$ cat src/design/board_pkg.sv
package board_pkg;

   // --------------------------------------------------
   // front panel buttons
   // --------------------------------------------------

   localparam int num_buttons = 4;

   // clk100 cycles a synchronized level must hold before it counts
   localparam int debounce_cycles = 16;
   localparam int debounce_w = $clog2(debounce_cycles);

   // button positions on the board connector
   typedef enum logic [1:0] {
      btn_cont  = 2'd0,
      btn_halt  = 2'd1,
      btn_boot  = 2'd2,
      btn_reset = 2'd3
   } btn_t;

   // --------------------------------------------------
   // processor control timing
   // --------------------------------------------------

   localparam int reset_hold_cycles = 8;    // cpu_reset length after a reset request
   localparam int hold_w = $clog2(reset_hold_cycles);

   // step rate select, switch 6 gives the slowest rate
   localparam int rate_slow_log = 12;
   localparam int rate_log_w = $clog2(rate_slow_log + 1);

   // seven switch positions plus the full speed entry
   localparam int num_rates = 8;
   localparam int rate_sel_w = $clog2(num_rates);

endpackage

$ cat src/design/panel_pkg.sv
package panel_pkg;

   // --------------------------------------------------
   // run sequencer
   // --------------------------------------------------

   typedef enum logic [2:0] {
      st_power_on,   // reset held after board reset
      st_reset,      // reset held after a reset button press
      st_boot,       // single boot pulse
      st_run,
      st_halted
   } seq_state_t;

   // --------------------------------------------------
   // seven segment display
   // --------------------------------------------------

   localparam int num_digits = 4;
   localparam int digit_w = $clog2(num_digits);

   // dwell time of one digit in clk100 cycles
   localparam int digit_cycles = 8;
   localparam int dwell_w = $clog2(digit_cycles);

   localparam int pc_width = 14;   // microcode pc, top digit shows two bits

endpackage

$ cat src/design/panel_if.sv
`timescale 1ns/1ps

// debounced button events, one clk100 strobe per press
interface panel_if;

   logic reset_press;
   logic boot_press;
   logic halt_press;
   logic cont_press;

   modport source (
      output reset_press,
      output boot_press,
      output halt_press,
      output cont_press
   );

   modport sink (
      input reset_press,
      input boot_press,
      input halt_press,
      input cont_press
   );

endinterface

$ cat src/design/button_conditioner.sv
`timescale 1ns/1ps

module button_conditioner (
   input  logic                              clk100,
   input  logic                              reset,
   input  logic [board_pkg::num_buttons-1:0] button,
   panel_if.source                           events
);
   import board_pkg::*;

   logic [num_buttons-1:0] sync1;
   logic [num_buttons-1:0] sync2;
   logic [num_buttons-1:0] deb;      // debounced level
   logic [num_buttons-1:0] deb_q;
   logic [num_buttons-1:0] press;
   logic [debounce_w-1:0]  steady [num_buttons];

   // --------------------------------------------------
   // two flop synchronizer, buttons are asynchronous
   // --------------------------------------------------

   always_ff @(posedge clk100) begin
      if (reset) begin
         sync1 <= '0;
         sync2 <= '0;
      end else begin
         sync1 <= button;
         sync2 <= sync1;
      end
   end

   // --------------------------------------------------
   // per button steady counter
   // --------------------------------------------------

   // counter restarts whenever the synchronized level agrees with
   // the debounced level, so any glitch back reloads it
   always_ff @(posedge clk100) begin
      if (reset) begin
         for (int i = 0; i < num_buttons; i++) begin
            steady[i] <= '0;
         end
         deb <= '0;
      end else begin
         for (int i = 0; i < num_buttons; i++) begin
            if (sync2[i] == deb[i]) begin
               steady[i] <= '0;
            end else if (steady[i] == debounce_w'(debounce_cycles - 1)) begin
               deb[i]    <= sync2[i];   // held long enough, accept it
               steady[i] <= '0;
            end else begin
               steady[i] <= steady[i] + 1'b1;
            end
         end
      end
   end

   // rising edge of the debounced level, releases are dropped
   always_ff @(posedge clk100) begin
      if (reset) begin
         deb_q <= '0;
         press <= '0;
      end else begin
         deb_q <= deb;
         press <= deb & ~deb_q;
      end
   end

   assign events.reset_press = press[btn_reset];
   assign events.boot_press  = press[btn_boot];
   assign events.halt_press  = press[btn_halt];
   assign events.cont_press  = press[btn_cont];

endmodule

$ cat src/design/fpga_panel.sv
`timescale 1ns/1ps

module fpga_panel (
   input  logic                             clk100,
   input  logic                             reset,
   input  logic [board_pkg::num_buttons-1:0] button,
   input  logic [7:0]                       slideswitch,
   input  logic [panel_pkg::pc_width-1:0]   pc,
   input  logic [panel_pkg::num_digits-1:0] dots,
   output logic                             cpu_reset,
   output logic                             cpu_boot,
   output logic                             cpu_halt,
   output logic                             cpu_step,
   output logic [7:0]                       sevenseg,
   output logic [panel_pkg::num_digits-1:0] sevenseg_an
);

   // --------------------------------------------------
   // buttons to press events
   // --------------------------------------------------

   panel_if events ();

   button_conditioner buttons (
      .clk100 (clk100),
      .reset  (reset),
      .button (button),
      .events (events.source)
   );

   // --------------------------------------------------
   // processor controls
   // --------------------------------------------------

   run_control control (
      .clk100      (clk100),
      .reset       (reset),
      .events      (events.sink),
      .slideswitch (slideswitch),
      .cpu_reset   (cpu_reset),
      .cpu_boot    (cpu_boot),
      .cpu_halt    (cpu_halt),
      .cpu_step    (cpu_step)
   );

   // --------------------------------------------------
   // pc on the seven segment display
   // --------------------------------------------------

   pc_display show_pc (
      .clk100      (clk100),
      .reset       (reset),
      .pc          (pc),
      .dots        (dots),
      .sevenseg    (sevenseg),
      .sevenseg_an (sevenseg_an)
   );

endmodule

$ cat src/design/pc_display.sv
`timescale 1ns/1ps

module pc_display (
   input  logic                             clk100,
   input  logic                             reset,
   input  logic [panel_pkg::pc_width-1:0]   pc,
   input  logic [panel_pkg::num_digits-1:0] dots,
   output logic [7:0]                       sevenseg,
   output logic [panel_pkg::num_digits-1:0] sevenseg_an
);
   import panel_pkg::*;

   logic [dwell_w-1:0]      dwell;
   logic [digit_w-1:0]      digit;    // digit being driven
   logic [num_digits*4-1:0] pc_ext;
   logic [3:0]              nibble;

   // segments a..g in bits 0..6, low lights the segment
   function automatic logic [6:0] hex_to_seg(input logic [3:0] value);
      case (value)
         4'h0:    return 7'h40;
         4'h1:    return 7'h79;
         4'h2:    return 7'h24;
         4'h3:    return 7'h30;
         4'h4:    return 7'h19;
         4'h5:    return 7'h12;
         4'h6:    return 7'h02;
         4'h7:    return 7'h78;
         4'h8:    return 7'h00;
         4'h9:    return 7'h10;
         4'ha:    return 7'h08;
         4'hb:    return 7'h03;
         4'hc:    return 7'h46;
         4'hd:    return 7'h21;
         4'he:    return 7'h06;
         default: return 7'h0e;
      endcase
   endfunction

   // --------------------------------------------------
   // digit scan
   // --------------------------------------------------

   always_ff @(posedge clk100) begin
      if (reset) begin
         dwell       <= '0;
         digit       <= '0;
         sevenseg_an <= {{(num_digits - 1){1'b1}}, 1'b0};   // digit 0 lit
      end else begin
         if (dwell == dwell_w'(digit_cycles - 1)) begin
            dwell <= '0;
            if (digit == digit_w'(num_digits - 1)) begin
               digit <= '0;
            end else begin
               digit <= digit + 1'b1;
            end
         end else begin
            dwell <= dwell + 1'b1;
         end
         sevenseg_an <= ~(num_digits'(1) << digit);   // anodes are active low
      end
   end

   // --------------------------------------------------
   // segment data
   // --------------------------------------------------

   // top digit only has pc bits 13:12 under it
   assign pc_ext = {{(num_digits * 4 - pc_width){1'b0}}, pc};
   assign nibble = pc_ext[digit*4 +: 4];

   always_ff @(posedge clk100) begin
      sevenseg <= {~dots[digit], hex_to_seg(nibble)};   // dot is bit 7
   end

endmodule

$ cat src/design/run_control.sv
`timescale 1ns/1ps

module run_control (
   input  logic       clk100,
   input  logic       reset,
   panel_if.sink      events,
   input  logic [7:0] slideswitch,
   output logic       cpu_reset,
   output logic       cpu_boot,
   output logic       cpu_halt,
   output logic       cpu_step
);
   import board_pkg::*;
   import panel_pkg::*;

   seq_state_t               state;
   logic [hold_w-1:0]        hold;
   logic [rate_slow_log-1:0] rate_cnt;
   logic [rate_sel_w-1:0]    rate_sel;
   logic [rate_log_w-1:0]    rate_log;
   logic [rate_slow_log-1:0] rate_mask;

   // --------------------------------------------------
   // reset, boot, run, halt sequencer
   // --------------------------------------------------

   always_ff @(posedge clk100) begin
      if (reset) begin
         state <= st_power_on;
         hold  <= '0;
      end else if (events.reset_press) begin
         state <= st_reset;   // restarts from anywhere
         hold  <= '0;
      end else begin
         case (state)
            st_power_on, st_reset: begin
               if (hold == hold_w'(reset_hold_cycles - 1)) begin
                  state <= st_boot;
               end else begin
                  hold <= hold + 1'b1;
               end
            end
            st_boot: state <= st_run;
            st_run: begin
               if (events.boot_press) begin   // boot wins over halt
                  state <= st_boot;
               end else if (events.halt_press) begin
                  state <= st_halted;
               end
            end
            st_halted: begin
               if (events.boot_press) begin
                  state <= st_boot;
               end else if (events.cont_press) begin
                  state <= st_run;
               end
            end
            default: state <= st_power_on;
         endcase
      end
   end

   assign cpu_reset = (state == st_power_on) || (state == st_reset);
   assign cpu_boot  = (state == st_boot);
   assign cpu_halt  = (state == st_halted);

   // --------------------------------------------------
   // step rate, replaces the divided cpu clock
   // --------------------------------------------------

   always_ff @(posedge clk100) begin
      if (reset) begin
         rate_cnt <= '0;
      end else begin
         rate_cnt <= rate_cnt + 1'b1;
      end
   end

   // highest set switch of 6..0 wins, switch 7 is not looked at
   always_comb begin
      rate_sel = '0;
      for (int i = 0; i < num_rates - 1; i++) begin
         if (slideswitch[i]) begin
            rate_sel = rate_sel_w'(i + 1);
         end
      end
   end

   always_comb begin
      case (rate_sel)
         3'd7:    rate_log = rate_log_w'(rate_slow_log);
         3'd6:    rate_log = 4'd7;
         3'd5:    rate_log = 4'd6;
         3'd4:    rate_log = 4'd5;
         3'd3:    rate_log = 4'd3;
         3'd2:    rate_log = 4'd2;
         3'd1:    rate_log = 4'd1;
         default: rate_log = 4'd0;   // no switch, step every cycle
      endcase
   end

   assign rate_mask = ~({rate_slow_log{1'b1}} << rate_log);

   // one pulse per 2**k cycles, only while running
   assign cpu_step = (state == st_run) && ((rate_cnt & rate_mask) == rate_mask);

endmodule

$ cat config.mk
export PLATFORM = sky130hd
export DESIGN_NAME = fpga_panel
export DESIGN_NICKNAME = d
export VERILOG_FILES = /design/src/design/board_pkg.sv /design/src/design/panel_pkg.sv /design/src/design/panel_if.sv /design/src/design/button_conditioner.sv /design/src/design/fpga_panel.sv /design/src/design/pc_display.sv /design/src/design/run_control.sv
export SDC_FILE = /design/constraint.sdc
export NUM_CORES = 1
export LEC_CHECK = 0
export BUFFER_PORTS_ARGS = -buffer_cell sky130_fd_sc_hd__clkbuf_2
export CAP_MARGIN = 20
export CELL_PAD_IN_SITES_DETAIL_PLACEMENT = 0
export CELL_PAD_IN_SITES_GLOBAL_PLACEMENT = 1
export CORE_ASPECT_RATIO = 1.75
export CORE_MARGIN = 2
export CORE_UTILIZATION = 40
export CTS_BUF_LIST = sky130_fd_sc_hd__clkbuf_2
export CTS_CLUSTER_DIAMETER = 150
export DETAILED_ROUTE_END_ITERATION = 10
export GPL_ROUTABILITY_DRIVEN = 1
export PLACE_DENSITY_LB_ADDON = 0.1
export SLEW_MARGIN = 0
export SYNTH_ARGS = -nofsm -noshare
export SYNTH_HDL_FRONTEND = slang
export SYNTH_SLANG_ARGS = --single-unit
$ cat constraint.sdc
create_clock -name clk100 -period 1.9 [get_ports clk100]
set_clock_uncertainty 0.2 [all_clocks]
set_input_delay 0.095 -clock clk100 [delete_from_list [all_inputs] [get_ports clk100]]
set_output_delay 0.095 -clock clk100 [all_outputs]
set_load 0.05 [all_outputs]
---- After elaboration in Yosys (flattened, before gate mapping) ----
Memories as Yosys holds them, arrays and structs flattened. A register that Yosys moved wholly into a read port is not among the register bits.
Cells that the tools add are included.
Widths: inputs -> output; s select.
operators by class
  $add $sub $neg .......................... 8
  magnitude comparators ................... 1
  equality and inequality tests ........... 29
  shifts and indexed selects .............. 3
  muxes and demuxes ....................... 76
  bitwise logic cells ..................... 23
  reductions and logical operators ........ 13
operators by type and width
  kind                   count
  $mux 1                 49
  $mux 4                 12
  $pmux 4 s7             1
  $mux 3                 9
  $eq 3x3->1 const B     7
  $add 4x1->4 const B    4
  $eq 4x4->1 const B     4
  $shiftx 16x5->4        1
  $add 12x1->12 const B  1
  $and 12x12->12         1
  $eq 12x12->1           1
  $eq 3x2->1 const B     4
  $not 12->12            1
  $or 1x1->1             12
  $pmux 3 s4             1
  $shl 12x4->12 const A  1
  $reduce_and 2->1       5
  $not 4->4              2
  $add 3x1->3 const B    2
  $eq 3x1->1 const B     2
  $mux 2                 3
  $not 1->1              6
  $reduce_and 3->1       2
  $reduce_or 2->1        3
  other kinds (16)       19
storage, ports and cells
  bits in registers ....................... 55
  bits in writable memories ............... 16
  bits in read-only memories .............. 112
  input bits .............................. 32
  output and inout bits ................... 16
  word-level logic and storage cells ...... 171
  memories ................................ 2
memories
  memory           words  bits a word  read ports  clocked after memory_dff  wr ports  RTL line                  RTL
  (no name shown)  16     7            1           1                         0         pc_display.sv:20          case (value)
  buttons.steady   4      4            4           0                         4         button_conditioner.sv:16  logic [debounce_w-1:0] steady [num_buttons];

---- Longest topological paths before layout ----
Gate-level depths: netlist (run 1).
  depth after elaboration ................. 14
  gate-level depth with buffers ........... 7
  mapped depth without buffers ............ 6

---- By module ----
A second synthesis (run 1) with hierarchy kept.
second synthesis, totals
  cell total of the unflattened synthesis .. 302
  area, all modules ....................... 3275.6 um^2
by module, submodules not included
  module              times used  cells each  area an instance (um^2)  seq. area each (um^2)
  button_conditioner  1           111         1388.8                   880.8
  run_control         1           110         953.4                    360.3
  pc_display          1           81          933.4                    340.3

---- Least setup slack after synthesis (run 1) ----
OpenSTA, ideal clock, no wires.
  path kind ............................... reg2reg
  from .................................... reg control.state[2]
  to ...................................... reg control.state[0]
  setup time .............................. 0.086 ns
  data arrival time ....................... 2.042 ns
  data required time ...................... 1.614 ns
  path slack .............................. -0.428 ns
  cell stages (with the launch flop) ...... 6
  buffers on the path ..................... 1
  period minus slack after synthesis ...... 2.328 ns
  cells stage by stage .................... dfxtp_1 -> buf_4 -> nor3b_1 -> nor2_1 -> o211a_1 -> a211oi_1
on the way
  elaborated cells on any way between the ends .. 12
  those cells by class .................... eq/ne: 7; mux: 2; reduce/logical: 3
RTL lines
  what                      RTL line           RTL
  start: declaration        run_control.sv:16  seq_state_t state;
  start signal: assignment  run_control.sv:29  state <= st_power_on;
  start signal: assignment  run_control.sv:32  state <= st_reset;
  start signal: assignment  run_control.sv:38  state <= st_boot;
  $eq 3x2->1                -
  named net cpu_boot        fpga_panel.sv:11   output logic cpu_boot,
  $pmux 3 s4                run_control.sv:35  case (state)
  $mux 1                    run_control.sv:31  end else if (events.reset_press) begin
The timed path passes the listed nets, and every way through them passes these cells.
A chain may end at the register's enable or synchronous reset.

---- Worst setup path in the final report (run 1) ----
  from .................................... reg control.rate_cnt[6]
  to ...................................... out cpu_step
on the way
  word-level cells in the longest chain between the ends .. 3
RTL lines
  what                      RTL line            RTL
  start: declaration        run_control.sv:18   logic [rate_slow_log-1:0] rate_cnt;
  start signal: assignment  run_control.sv:75   rate_cnt <= rate_cnt + 1'b1;
  $and 12x12->12            run_control.sv:105  assign cpu_step = (state == st_run) && ((rate_cnt & rate_mask) == rate_mask);
  $eq 12x12->1              run_control.sv:105
  $logic_and 1x1->1         run_control.sv:105
  end: declaration          fpga_panel.sv:13    output logic cpu_step,
Every way passes these cells.

==> impl_metrics.xml, run 1 <==
<?xml version="1.0" encoding="UTF-8"?>
<metrics>
  <group name="drt">
    <metric name="drtIter0Drc" unit="">46</metric>
    <metric name="drt_drc_violations_left" unit="">0</metric>
    <metric name="drt_wl_total" unit="µm">5990</metric>
    <metric name="drtAntennaViolNets" unit="">0</metric>
    <metric name="via_count" unit="">2398</metric>
    <metric name="routed_via_density" unit="">4.79</metric>
    <metric name="avgRoutedWirePerCell" unit="µm">11.9</metric>
    <metric name="drtPass1Iterations" unit="">4</metric>
  </group>
  <group name="logic_synthesis">
    <metric name="most_instantiated_cells_after_synthesis" unit="">sky130_fd_sc_hd__dfxtp_1, sky130_fd_sc_hd__nor2_1, sky130_fd_sc_hd__ha_1</metric>
    <metric name="yosysMostFrequentCell" unit="">sky130_fd_sc_hd__dfxtp_1</metric>
    <metric name="ys_types" unit="">49</metric>
    <metric name="synthesis.area" unit="µm²">3190</metric>
    <metric name="yosys_warnings" unit="">0</metric>
    <metric name="synth_enable_flop_cells" unit="">16</metric>
    <metric name="yosysSeqAreaShare" unit="">0.495</metric>
    <metric name="ys_top_cells_by_area" unit="">sky130_fd_sc_hd__dfxtp_1, sky130_fd_sc_hd__edfxtp_1, sky130_fd_sc_hd__ha_1, sky130_fd_sc_hd__nor2_1, sky130_fd_sc_hd__mux2i_1</metric>
    <metric name="synthCells" unit="">295</metric>
    <metric name="synth_area_leader_cell" unit="">sky130_fd_sc_hd__dfxtp_1</metric>
    <metric name="netlist.area_leader.share" unit="">0.345</metric>
    <metric name="synth-seq-cells" unit="">71</metric>
    <metric name="postSynth.asyncResetShare" unit="">0</metric>
    <metric name="dominantRegCellSynth" unit="">sky130_fd_sc_hd__dfxtp_1</metric>
    <metric name="syn-mean-instance-area" unit="µm²">10.8</metric>
  </group>
  <group name="status">
    <metric name="failed_checks" unit="">negative setup slack</metric>
    <metric name="run_status" unit="">complete, but fails checks</metric>
  </group>
  <group name="clock_network">
    <metric name="clk_root_buffer_cell" unit="">sky130_fd_sc_hd__clkbuf_2</metric>
    <metric name="cts_buffers" unit="">9</metric>
    <metric name="cts.clk_slew.worst_paths" unit="ns">0.19</metric>
    <metric name="tritoncts_num_sinks" unit="">71</metric>
    <metric name="cts.htree.levels" unit="">3</metric>
    <metric name="clock_insertion_delay_worst_skew" unit="ns">0.50</metric>
    <metric name="cts-root-to-sink-buffers" unit="">2</metric>
    <metric name="cts_tree" unit="">done</metric>
  </group>
  <group name="worst_setup_path">
    <metric name="crit_arrival" unit="ns">1.96</metric>
    <metric name="cp_max_fo" unit="">2</metric>
    <metric name="timing.rr.start" unit="">show_pc.digit[0]</metric>
    <metric name="critPathKind" unit="">reg -&gt; out</metric>
    <metric name="worst-endpoint-required" unit="ns">1.60</metric>
    <metric name="cp-startpoint" unit="">control.rate_cnt[6]</metric>
    <metric name="setup.worst_path.end_class" unit="">primary output</metric>
    <metric name="worst_setup_path_start_kind" unit="">register</metric>
  </group>
  <group name="timing">
    <metric name="timing.final.crit_period" unit="ns">2.26</metric>
    <metric name="timing_max_transition_violations_final" unit="">0</metric>
    <metric name="postLayoutSetupSlackWorst" unit="ns">-0.356</metric>
    <metric name="fin_setup_tns" unit="ns">-0.358</metric>
    <metric name="report.final.hold_viol_count" unit="">0</metric>
    <metric name="max_clock_freq" unit="GHz">0.443</metric>
    <metric name="layout_worst_path_cycle_share" unit="">1.19</metric>
    <metric name="final-setup-viol-count" unit="">2</metric>
    <metric name="holdWs" unit="ns">0.128</metric>
    <metric name="setup_repair_after_global_routing_missed_its_margin" unit="">yes</metric>
  </group>
  <group name="power_and_ir_drop">
    <metric name="power_per_cell_area" unit="nW/µm²">638</metric>
    <metric name="finalPower" unit="W">0.00265</metric>
    <metric name="vdd.ir_drop.worst" unit="mV">0.420</metric>
    <metric name="total_leakage_power" unit="nW">1.86</metric>
  </group>
  <group name="floorplanning">
    <metric name="floorplan.initialDensity" unit="">0.406</metric>
    <metric name="fp.coreArea" unit="µm²">7860</metric>
    <metric name="fp-row-count" unit="">43</metric>
    <metric name="chipHeight" unit="µm">122</metric>
    <metric name="die_area" unit="µm²">8740</metric>
    <metric name="io-pin-count" unit="">48</metric>
    <metric name="die_w" unit="µm">71.5</metric>
  </group>
  <group name="placed_design">
    <metric name="place.detailed.instances" unit="">455</metric>
    <metric name="post-place-ws" unit="ns">-0.147</metric>
    <metric name="io_buffer_count" unit="">46</metric>
    <metric name="place_hpwl" unit="µm">4290</metric>
    <metric name="gp_routability_congestion" unit="">0.699</metric>
  </group>
  <group name="final_layout">
    <metric name="area_taken_by_multi_input_logic_gates" unit="µm²">1620</metric>
    <metric name="stdcell_count" unit="">501</metric>
    <metric name="fin_nets" unit="">457</metric>
    <metric name="layout.area.seq" unit="µm²">1600</metric>
    <metric name="antenna-diode-count" unit="">0</metric>
    <metric name="synthToLayoutAreaGrowth" unit="%">30.3</metric>
    <metric name="post_route_cells_drive_above_1_share" unit="">0.277</metric>
    <metric name="fillerInstances" unit="">765</metric>
  </group>
  <group name="global_routing">
    <metric name="grt.overflow.total" unit="">0</metric>
    <metric name="antenna_found_initial" unit="">0</metric>
    <metric name="number_of_global_route_vias_before_repair" unit="">2325</metric>
    <metric name="grtUsageTotal" unit="">0.149</metric>
    <metric name="grt_max_degree" unit="">18</metric>
    <metric name="grt_pass1_wl" unit="µm">10100</metric>
  </group>
  <group name="hold_path">
    <metric name="hold_crit_path_type" unit="">in -&gt; reg</metric>
    <metric name="timing.hold.worst.start" unit="">pc[12]</metric>
  </group>
  <group name="flow_run">
    <metric name="maxCapViolations" unit="">0</metric>
  </group>
</metrics>
-- layout by cell type (no fill, tap or decap), types with 11 or more instances in the layout --
cell / n
sky130_fd_sc_hd__clkbuf_2: 54
sky130_fd_sc_hd__dlygate4sd3_1: 23
sky130_fd_sc_hd__mux2i_1: 14
sky130_fd_sc_hd__nor2_1: 43
sky130_fd_sc_hd__nor2b_1: 17
sky130_fd_sc_hd__xor2_1: 14
sky130_fd_sc_hd__ha_1: 15
sky130_fd_sc_hd__nand3_1: 11
sky130_fd_sc_hd__edfxtp_1: 16
sky130_fd_sc_hd__buf_4: 23
sky130_fd_sc_hd__dfxtp_1: 48
sky130_fd_sc_hd__conb_1: 16
-- registers in the layout, indices dropped and copies added, names as in the netlist, 3 cells and up --
| register | cells |
|---|---|
| show_pc.sevenseg_an | 4 |
| buttons.sync2 | 4 |
| buttons.press | 4 |
| buttons.sync1 | 4 |
| buttons.deb | 4 |
| show_pc.sevenseg | 8 |
| show_pc.dwell | 3 |
| control.hold | 3 |
| control.rate_cnt | 12 |
| control.state | 3 |
| buttons.steady | 16 |
| buttons.deb_q | 4 |
-- path summary, 6_finish.rpt --
path | endpoint | slack (ns) | cells past startpoint
min | show_pc.sevenseg[4] | 0.13 | 4
max reg2reg | show_pc.sevenseg[4] | 0 | 4
max | cpu_step | -0.36 | 6
min reg2reg | buttons.press[2] | 0.22 | 1
-- power breakdown --
| part | internal [W] | switching [W] |
|---|---|---|
| logic | 0.000172 | 0.000187 |
| registers | 0.00160 | 0.0000290 |
| clock network | 0.000171 | 0.000493 |
| total | 0.00194 | 0.000709 |
-- per-layer routing --
metal  vias up  share of wire  GRT usage
met4         0          0.019     0.0767
li1       1219              -          -
met1      1130           0.38      0.151
met5         -              0          0
met2        38           0.57      0.275
met3        11          0.033     0.0364
-- final cells by class --
class / count / share of cell area
multi-input cells: 215 / 0.389
flip-flops and latches: 71 / 0.384
repair buffers: 96 / 0.168
well taps: 90 / 0.0271
clock buffers: 11 / 0.0132
inverters: 13 / 0.0129
clock inverters: 5 / 0.00602
-- worst max-delay path, stage by stage (launching register included) --
cell                        delay (ns)
sky130_fd_sc_hd__dfxtp_2          0.37
sky130_fd_sc_hd__buf_6            0.09
sky130_fd_sc_hd__nand2b_1         0.09
sky130_fd_sc_hd__a21oi_1          0.05
sky130_fd_sc_hd__or2_1            0.26
sky130_fd_sc_hd__a2111oi_4        0.36
sky130_fd_sc_hd__clkbuf_8         0.24
-- what timing repair did --
action,in CTS,in global routing
buffers inserted,1,6
endpoints found under the setup margin,2,10
pin swaps,3,6
hold buffers,23,0
gates resized for setup,12,14
hold endpoints to repair,38,0
gates cloned,0,0
-- cells by family (layout without fill, tap and decap cells) --
logic type,Yosys count,after routing,synth area share
flops,71,71,0.495
other cells,1,16,0.00117
buf+inv,24,125,0.0353
mux,20,20,0.0815
fa+ha+maj,19,19,0.0745
simple gates,115,115,0.186
xor+xnor,24,24,0.0659
compound gates,21,21,0.0600
-- stage by stage --
step / utilization / instance area, µm²
global placement: 0.474 / 3720
finish: 0.529 / 4160
global route: 0.529 / 4160
detailed placement: 0.474 / 3720
CTS: 0.518 / 4070
floorplan: - / 3290
Power figures use the tool's default switching activity.
==> inputs of run 2 (changes only) <==
--- a/config.mk
+++ b/config.mk
@@ -12,7 +12,6 @@
 export CORE_ASPECT_RATIO = 1.75
 export CORE_MARGIN = 2
 export CORE_UTILIZATION = 40
-export CTS_BUF_LIST = sky130_fd_sc_hd__clkbuf_2
 export CTS_CLUSTER_DIAMETER = 150
 export DETAILED_ROUTE_END_ITERATION = 10
 export GPL_ROUTABILITY_DRIVEN = 1
==> run 2 against run 1 <==
Against the previous run: the flow still finishes with violations (negative setup slack); sequential share of layout area is 0.84 points lower; setup slack better by 0.21 ns; power is 33% higher; critical endpoint unchanged; largest cell class unchanged.
==> impl_metrics.xml, run 2 (same netlist as run 1, synthesis figures left out) <==
<?xml version="1.0" encoding="UTF-8"?>
<metrics>
  <group name="global_routing">
    <metric name="grt_pass1_wl" unit="µm">9780</metric>
    <metric name="grt.overflow.total" unit="">0</metric>
    <metric name="grt_max_degree" unit="">18</metric>
    <metric name="grtUsageTotal" unit="">0.145</metric>
    <metric name="number_of_global_route_vias_before_repair" unit="">2258</metric>
    <metric name="antenna_found_initial" unit="">0</metric>
  </group>
  <group name="drt">
    <metric name="routed_via_density" unit="">4.80</metric>
    <metric name="drt_wl_total" unit="µm">5820</metric>
    <metric name="drtPass1Iterations" unit="">4</metric>
    <metric name="drtAntennaViolNets" unit="">0</metric>
    <metric name="avgRoutedWirePerCell" unit="µm">11.9</metric>
    <metric name="via_count" unit="">2354</metric>
    <metric name="drt_drc_violations_left" unit="">0</metric>
    <metric name="drtIter0Drc" unit="">63</metric>
  </group>
  <group name="floorplanning">
    <metric name="fp-row-count" unit="">43</metric>
    <metric name="die_w" unit="µm">71.5</metric>
    <metric name="floorplan.initialDensity" unit="">0.406</metric>
    <metric name="fp.coreArea" unit="µm²">7860</metric>
    <metric name="die_area" unit="µm²">8740</metric>
    <metric name="chipHeight" unit="µm">122</metric>
    <metric name="io-pin-count" unit="">48</metric>
  </group>
  <group name="final_layout">
    <metric name="largest_register_ffs" unit="">16</metric>
    <metric name="fin_nets" unit="">446</metric>
    <metric name="most_flops_register" unit="">buttons.steady</metric>
    <metric name="top_library_cells_by_usage_in_the_layout_fill_and_taps_aside" unit="">sky130_fd_sc_hd__dfxtp_1, sky130_fd_sc_hd__clkbuf_2, sky130_fd_sc_hd__nor2_1, sky130_fd_sc_hd__buf_4, sky130_fd_sc_hd__nor2b_1</metric>
    <metric name="final_cell_area" unit="µm²">4230</metric>
    <metric name="stdcell_count" unit="">490</metric>
    <metric name="post_route_cells_drive_above_1_share" unit="">0.268</metric>
    <metric name="layout_top_registers" unit="">buttons.steady: 16 flops, control.rate_cnt: 12 flops, show_pc.sevenseg: 8 flops</metric>
    <metric name="antenna-diode-count" unit="">0</metric>
    <metric name="synthToLayoutAreaGrowth" unit="%">32.7</metric>
    <metric name="mostFrequentLayoutCell" unit="">sky130_fd_sc_hd__dfxtp_1</metric>
  </group>
  <group name="clock_network">
    <metric name="clk_root_buffer_cell" unit="">sky130_fd_sc_hd__clkbuf_16</metric>
    <metric name="cts_buffers" unit="">9</metric>
    <metric name="cts.clk_slew.worst_paths" unit="ns">0.06</metric>
    <metric name="tritoncts_num_sinks" unit="">71</metric>
    <metric name="clock_insertion_delay_worst_skew" unit="ns">0.33</metric>
    <metric name="cts.htree.levels" unit="">3</metric>
    <metric name="cts_tree" unit="">done</metric>
    <metric name="cts-root-to-sink-buffers" unit="">2</metric>
  </group>
  <group name="worst_setup_path">
    <metric name="worst_setup_path_start_kind" unit="">register</metric>
    <metric name="setup.worst_path.end_class" unit="">primary output</metric>
    <metric name="worst_r2r_path_depth" unit="">4</metric>
    <metric name="critPathKind" unit="">reg -&gt; out</metric>
    <metric name="cp_max_fo" unit="">2</metric>
    <metric name="crit_arrival" unit="ns">1.75</metric>
    <metric name="timing.rr.start" unit="">show_pc.digit[0]</metric>
    <metric name="crit-reg2reg-capture" unit="">show_pc.sevenseg[4]</metric>
    <metric name="worst-endpoint-required" unit="ns">1.60</metric>
    <metric name="worst-r2r-setup-slack" unit="ns">0.01</metric>
  </group>
  <group name="flow_run">
    <metric name="maxCapViolations" unit="">0</metric>
  </group>
  <group name="power_and_ir_drop">
    <metric name="comb_power_share" unit="">0.096</metric>
    <metric name="proportion_of_power_drawn_by_the_clock_network" unit="">0.443</metric>
    <metric name="sequentialPowerShare" unit="">0.461</metric>
    <metric name="cell_internal_pwr" unit="W">0.00275</metric>
    <metric name="vdd.ir_drop.worst" unit="mV">0.501</metric>
    <metric name="net-switching-power" unit="W">0.000786</metric>
    <metric name="total_leakage_power" unit="nW">1.89</metric>
    <metric name="netSwitchingFraction" unit="">0.222</metric>
    <metric name="finalPower" unit="W">0.00354</metric>
    <metric name="power_per_cell_area" unit="nW/µm²">835</metric>
  </group>
  <group name="placed_design">
    <metric name="post-place-ws" unit="ns">-0.147</metric>
    <metric name="gp_routability_congestion" unit="">0.699</metric>
    <metric name="placement.cell_area" unit="µm²">3720</metric>
    <metric name="place_hpwl" unit="µm">4290</metric>
    <metric name="io_buffer_count" unit="">46</metric>
    <metric name="place.detailed.instances" unit="">455</metric>
  </group>
  <group name="timing">
    <metric name="report.final.hold_viol_count" unit="">0</metric>
    <metric name="postLayoutSetupSlackWorst" unit="ns">-0.145</metric>
    <metric name="timing_max_transition_violations_final" unit="">0</metric>
    <metric name="layout_worst_path_cycle_share" unit="">1.08</metric>
    <metric name="timing.final.crit_period" unit="ns">2.04</metric>
    <metric name="max_clock_freq" unit="GHz">0.489</metric>
    <metric name="final-setup-viol-count" unit="">1</metric>
    <metric name="setup_repair_after_global_routing_missed_its_margin" unit="">yes</metric>
  </group>
  <group name="hold_path">
    <metric name="min_delay_worst_endpoint" unit="">show_pc.sevenseg[0]</metric>
    <metric name="timing.hold.worst.start" unit="">pc[11]</metric>
    <metric name="hold_depth" unit="">4</metric>
    <metric name="hold_crit_path_type" unit="">in -&gt; reg</metric>
  </group>
  <group name="status">
    <metric name="run_status" unit="">complete, but fails checks</metric>
    <metric name="failed_checks" unit="">negative setup slack</metric>
  </group>
</metrics>
run 2: changes by cell type in the layout (fill, tap and decap cells not counted), sizes merged:
cell	before	now
buf	29	26
dlygate4sd3	23	13
clkbuf	55	60
clkinv	5	2
run 2: critical path: stages (launching register included):
cell                        delay, ns
sky130_fd_sc_hd__dfxtp_2         0.33
sky130_fd_sc_hd__and4_1          0.21
sky130_fd_sc_hd__and3_1          0.16
sky130_fd_sc_hd__nand4_1         0.14
sky130_fd_sc_hd__a2111oi_4       0.33
sky130_fd_sc_hd__clkbuf_8        0.24
run 2: stage by stage:
stage	util	hold WS (ns)	TNS (ns)
floorplan	-	0.0232	-0.164
global placement	0.474	0.104	-0.0847
detailed placement	0.474	0.108	-0.147
CTS	0.530	0.0517	-0.183
global route	0.539	0.0770	-0.423
finish	0.539	0.0726	-0.145
run 2: cell type report:
class	count	area, µm²
fill	757	3620
multi-input combinational	215	1610
sequential	71	1590
timing repair buffer	85	579
clock buffer	14	274
tap	90	113
inverter	13	51.3
clock inverter	2	13.8
run 2: repair_timing:
| action | 4_1_cts | 5_1_grt |
|---|---|---|
| hold buffers | 13 | 0 |
| gates resized for setup | 4 | 9 |
| pin swaps | 5 | 5 |
| setup buffers | 1 | 5 |
| setup endpoints to repair | 1 | 7 |
| hold endpoints to repair | 11 | 0 |
run 2: worst max-delay path by stage:
stage | from | end | slack [ns]
5_1_grt | control.rate_cnt[6] | cpu_step | -0.25
4_1_cts | control.rate_cnt[6] | cpu_step | -0.18
3_5_place_dp | slideswitch[3] | cpu_step | -0.15
2_1_floorplan | slideswitch[3] | cpu_step | -0.07
3_3_place_gp | slideswitch[3] | cpu_step | -0.08
6_report | control.rate_cnt[6] | cpu_step | -0.14
run 2: power by group through the flow:
stage | Combinational [W] | Clock (W) | Sequential (W)
floorplan | 0.000157 | 0 | 0.00172
global placement | 0.000305 | 0 | 0.00166
detailed placement | 0.000308 | 0 | 0.00166
CTS | 0.000331 | 0.00161 | 0.00163
global route | 0.000377 | 0.00168 | 0.00164
finish | 0.000340 | 0.00156 | 0.00163
run 2: layer usage:
| metal | share of wire | global-route usage | up-vias | routed length (µm) |
|---|---|---|---|---|
| met5 | 0 | 0 | - | 0 |
| met2 | 0.56 | 0.266 | 41 | 3260 |
| met3 | 0.035 | 0.0405 | 12 | 203 |
| li1 | - | - | 1200 | - |
| met4 | 0.022 | 0.0672 | 0 | 126 |
| met1 | 0.38 | 0.149 | 1101 | 2220 |
==> inputs of run 3 (changes only) <==
--- a/config.mk
+++ b/config.mk
@@ -11,7 +11,7 @@
 export CELL_PAD_IN_SITES_GLOBAL_PLACEMENT = 1
 export CORE_ASPECT_RATIO = 1.75
 export CORE_MARGIN = 2
-export CORE_UTILIZATION = 40
+export CORE_UTILIZATION = 30
 export CTS_CLUSTER_DIAMETER = 150
 export DETAILED_ROUTE_END_ITERATION = 10
 export GPL_ROUTABILITY_DRIVEN = 1
==> run 3 against run 2 <==
Against the previous run: the run ends with negative hold slack, negative setup slack left; critical path depth up 1; sequential power about the same; sequential share of layout area about the same; core utilization down 13 points; global-route usage down 2.7 points; cell count up 5.7%; non-clock buffer count down 9; combinational power down 2%; first-iteration DRC count down 38%; die area up 32%; highest routed layer unchanged.
==> impl_metrics.xml, run 3 (same netlist as run 1, synthesis figures left out) <==
<?xml version="1.0" encoding="UTF-8"?>
<metrics>
  <group name="status">
    <metric name="run_status" unit="">complete, but fails checks</metric>
    <metric name="failed_checks" unit="">negative hold slack, negative setup slack</metric>
  </group>
  <group name="placed_design">
    <metric name="place_hpwl" unit="µm">4640</metric>
    <metric name="placement.cell_area" unit="µm²">3750</metric>
    <metric name="io_buffer_count" unit="">46</metric>
    <metric name="gp_routability_congestion" unit="">0.659</metric>
  </group>
  <group name="timing">
    <metric name="final-setup-viol-count" unit="">2</metric>
    <metric name="max_clock_freq" unit="GHz">0.487</metric>
    <metric name="report.final.hold_viol_count" unit="">1</metric>
    <metric name="setup_repair_after_global_routing_missed_its_margin" unit="">yes</metric>
    <metric name="layout_worst_path_cycle_share" unit="">1.08</metric>
    <metric name="postLayoutSetupSlackWorst" unit="ns">-0.153</metric>
    <metric name="timing_max_transition_violations_final" unit="">0</metric>
    <metric name="timing.final.crit_period" unit="ns">2.05</metric>
    <metric name="holdWs" unit="ns">-0.00418</metric>
  </group>
  <group name="final_layout">
    <metric name="layout_top_registers" unit="">buttons.steady: 16 flops, control.rate_cnt: 12 flops, show_pc.sevenseg: 8 flops</metric>
    <metric name="synthToLayoutAreaGrowth" unit="%">32.6</metric>
    <metric name="final_cell_area" unit="µm²">4230</metric>
    <metric name="top_library_cells_by_usage_in_the_layout_fill_and_taps_aside" unit="">sky130_fd_sc_hd__dfxtp_1, sky130_fd_sc_hd__clkbuf_2, sky130_fd_sc_hd__nor2_1, sky130_fd_sc_hd__nor2b_1, sky130_fd_sc_hd__buf_4</metric>
    <metric name="fin_nets" unit="">437</metric>
    <metric name="most_flops_register" unit="">buttons.steady</metric>
    <metric name="largest_register_ffs" unit="">16</metric>
    <metric name="mostFrequentLayoutCell" unit="">sky130_fd_sc_hd__dfxtp_1</metric>
    <metric name="antenna-diode-count" unit="">0</metric>
    <metric name="post_route_cells_drive_above_1_share" unit="">0.274</metric>
  </group>
  <group name="power_and_ir_drop">
    <metric name="finalPower" unit="W">0.00357</metric>
    <metric name="total_leakage_power" unit="nW">1.85</metric>
    <metric name="power_per_cell_area" unit="nW/µm²">843</metric>
    <metric name="vdd.ir_drop.worst" unit="mV">0.436</metric>
  </group>
  <group name="global_routing">
    <metric name="grt_max_degree" unit="">18</metric>
    <metric name="number_of_global_route_vias_before_repair" unit="">2352</metric>
    <metric name="grtUsageTotal" unit="">0.118</metric>
    <metric name="grt_pass1_wl" unit="µm">10500</metric>
    <metric name="grt.overflow.total" unit="">0</metric>
    <metric name="antenna_found_initial" unit="">0</metric>
  </group>
  <group name="floorplanning">
    <metric name="die_area" unit="µm²">11500</metric>
    <metric name="fp-row-count" unit="">49</metric>
    <metric name="chipHeight" unit="µm">140</metric>
    <metric name="fp.coreArea" unit="µm²">10300</metric>
    <metric name="floorplan.initialDensity" unit="">0.310</metric>
    <metric name="io-pin-count" unit="">48</metric>
    <metric name="die_w" unit="µm">82.0</metric>
  </group>
  <group name="worst_setup_path">
    <metric name="worst_setup_path_start_kind" unit="">register</metric>
    <metric name="crit_arrival" unit="ns">1.76</metric>
    <metric name="critPathMaxStageDelay" unit="ns">0.35</metric>
    <metric name="critPathKind" unit="">reg -&gt; out</metric>
    <metric name="cp_max_fo" unit="">5</metric>
    <metric name="worst-endpoint-required" unit="ns">1.60</metric>
    <metric name="setup.worst_path.end_class" unit="">primary output</metric>
    <metric name="cp_cell_sequence" unit="">buf_6 &gt; nand2b_1 &gt; a21oi_1 &gt; or2_1 &gt; a2111oi_4 &gt; clkbuf_8</metric>
    <metric name="critPathSlowestCell" unit="">sky130_fd_sc_hd__a2111oi_4</metric>
  </group>
  <group name="clock_network">
    <metric name="cts.clk_slew.worst_paths" unit="ns">0.05</metric>
    <metric name="cts.htree.levels" unit="">3</metric>
    <metric name="tritoncts_num_sinks" unit="">71</metric>
    <metric name="cts-root-to-sink-buffers" unit="">2</metric>
    <metric name="clk_root_buffer_cell" unit="">sky130_fd_sc_hd__clkbuf_16</metric>
    <metric name="clock_insertion_delay_worst_skew" unit="ns">0.32</metric>
    <metric name="cts_buffers" unit="">9</metric>
    <metric name="cts_tree" unit="">done</metric>
  </group>
  <group name="drt">
    <metric name="drt_drc_violations_left" unit="">0</metric>
    <metric name="avgRoutedWirePerCell" unit="µm">11.7</metric>
    <metric name="drtAntennaViolNets" unit="">0</metric>
    <metric name="drtPass1Iterations" unit="">3</metric>
    <metric name="drtIter0Drc" unit="">39</metric>
    <metric name="via_count" unit="">2321</metric>
    <metric name="drt_wl_total" unit="µm">6070</metric>
    <metric name="routed_via_density" unit="">4.48</metric>
  </group>
  <group name="hold_path">
    <metric name="hold_crit_path_type" unit="">in -&gt; reg</metric>
  </group>
  <group name="flow_run">
    <metric name="maxCapViolations" unit="">0</metric>
  </group>
</metrics>
run 3: final cells by class:
class	instances	area, µm²
Fill cell	1082	6070
Multi-Input combinational cell	215	1630
Sequential cell	71	1590
Timing Repair Buffer	76	512
Clock buffer	14	284
Tap cell	127	159
Inverter	13	51.3
Clock inverter	2	12.5
run 3: final timing paths:
path | startpoint | to | slack [ns] | depth (start not counted)
max reg2reg | show_pc.digit[0] | show_pc.sevenseg[4] | -0.01 | 4
min reg2reg | buttons.deb_q[3] | buttons.press[3] | 0.19 | 1
min | reset | control.rate_cnt[8] | -0.004 | 2
max | control.rate_cnt[6] | cpu_step | -0.15 | 6
run 3: where the power goes:
group          switching, W  internal (W)  leakage [nW]
registers         0.0000296       0.00160         0.616
clock network      0.000582       0.00102         0.145
logic              0.000181      0.000151          1.09
run 3: stage by stage:
step | util | TNS, ns | cells | hold WS [ns] | setup slack [ns]
after global routing | 0.411 | -0.406 | 518 | 0.0350 | -0.239
after floorplan | - | -0.164 | 310 | 0.0232 | -0.0698
after CTS | 0.404 | -0.210 | 515 | 0.00373 | -0.210
after detailed placement | 0.365 | -0.142 | 490 | 0.113 | -0.142
final | 0.411 | -0.160 | 518 | -0.00418 | -0.153
after global placement | 0.365 | -0.104 | 490 | 0.108 | -0.104
run 3: what timing repair did:
| action | CTS | global route |
|---|---|---|
| endpoints found under the setup margin | 1 | 7 |
| hold buffers | 8 | 0 |
| resized for setup | 5 | 12 |
| gates cloned | 0 | 0 |
| hold endpoints to repair | 5 | 0 |
| pin swaps | 4 | 4 |
| setup buffers | 1 | 3 |
run 3: critical path: cells and delay by family (launching register included):
kind	cells	cell delay [ns]
compound gates	2	0.41
buf+inv	2	0.35
simple gates	2	0.34
flops	1	0.33
run 3: metal layers:
metal / wire, µm / GRT usage / up-vias
met1: 2300 / 0.119 / 1094
met5: 0 / 0 / -
met2: 3500 / 0.218 / 28
li1: - / - / 1191
met3: 154 / 0.0258 / 8
met4: 113 / 0.0605 / 0
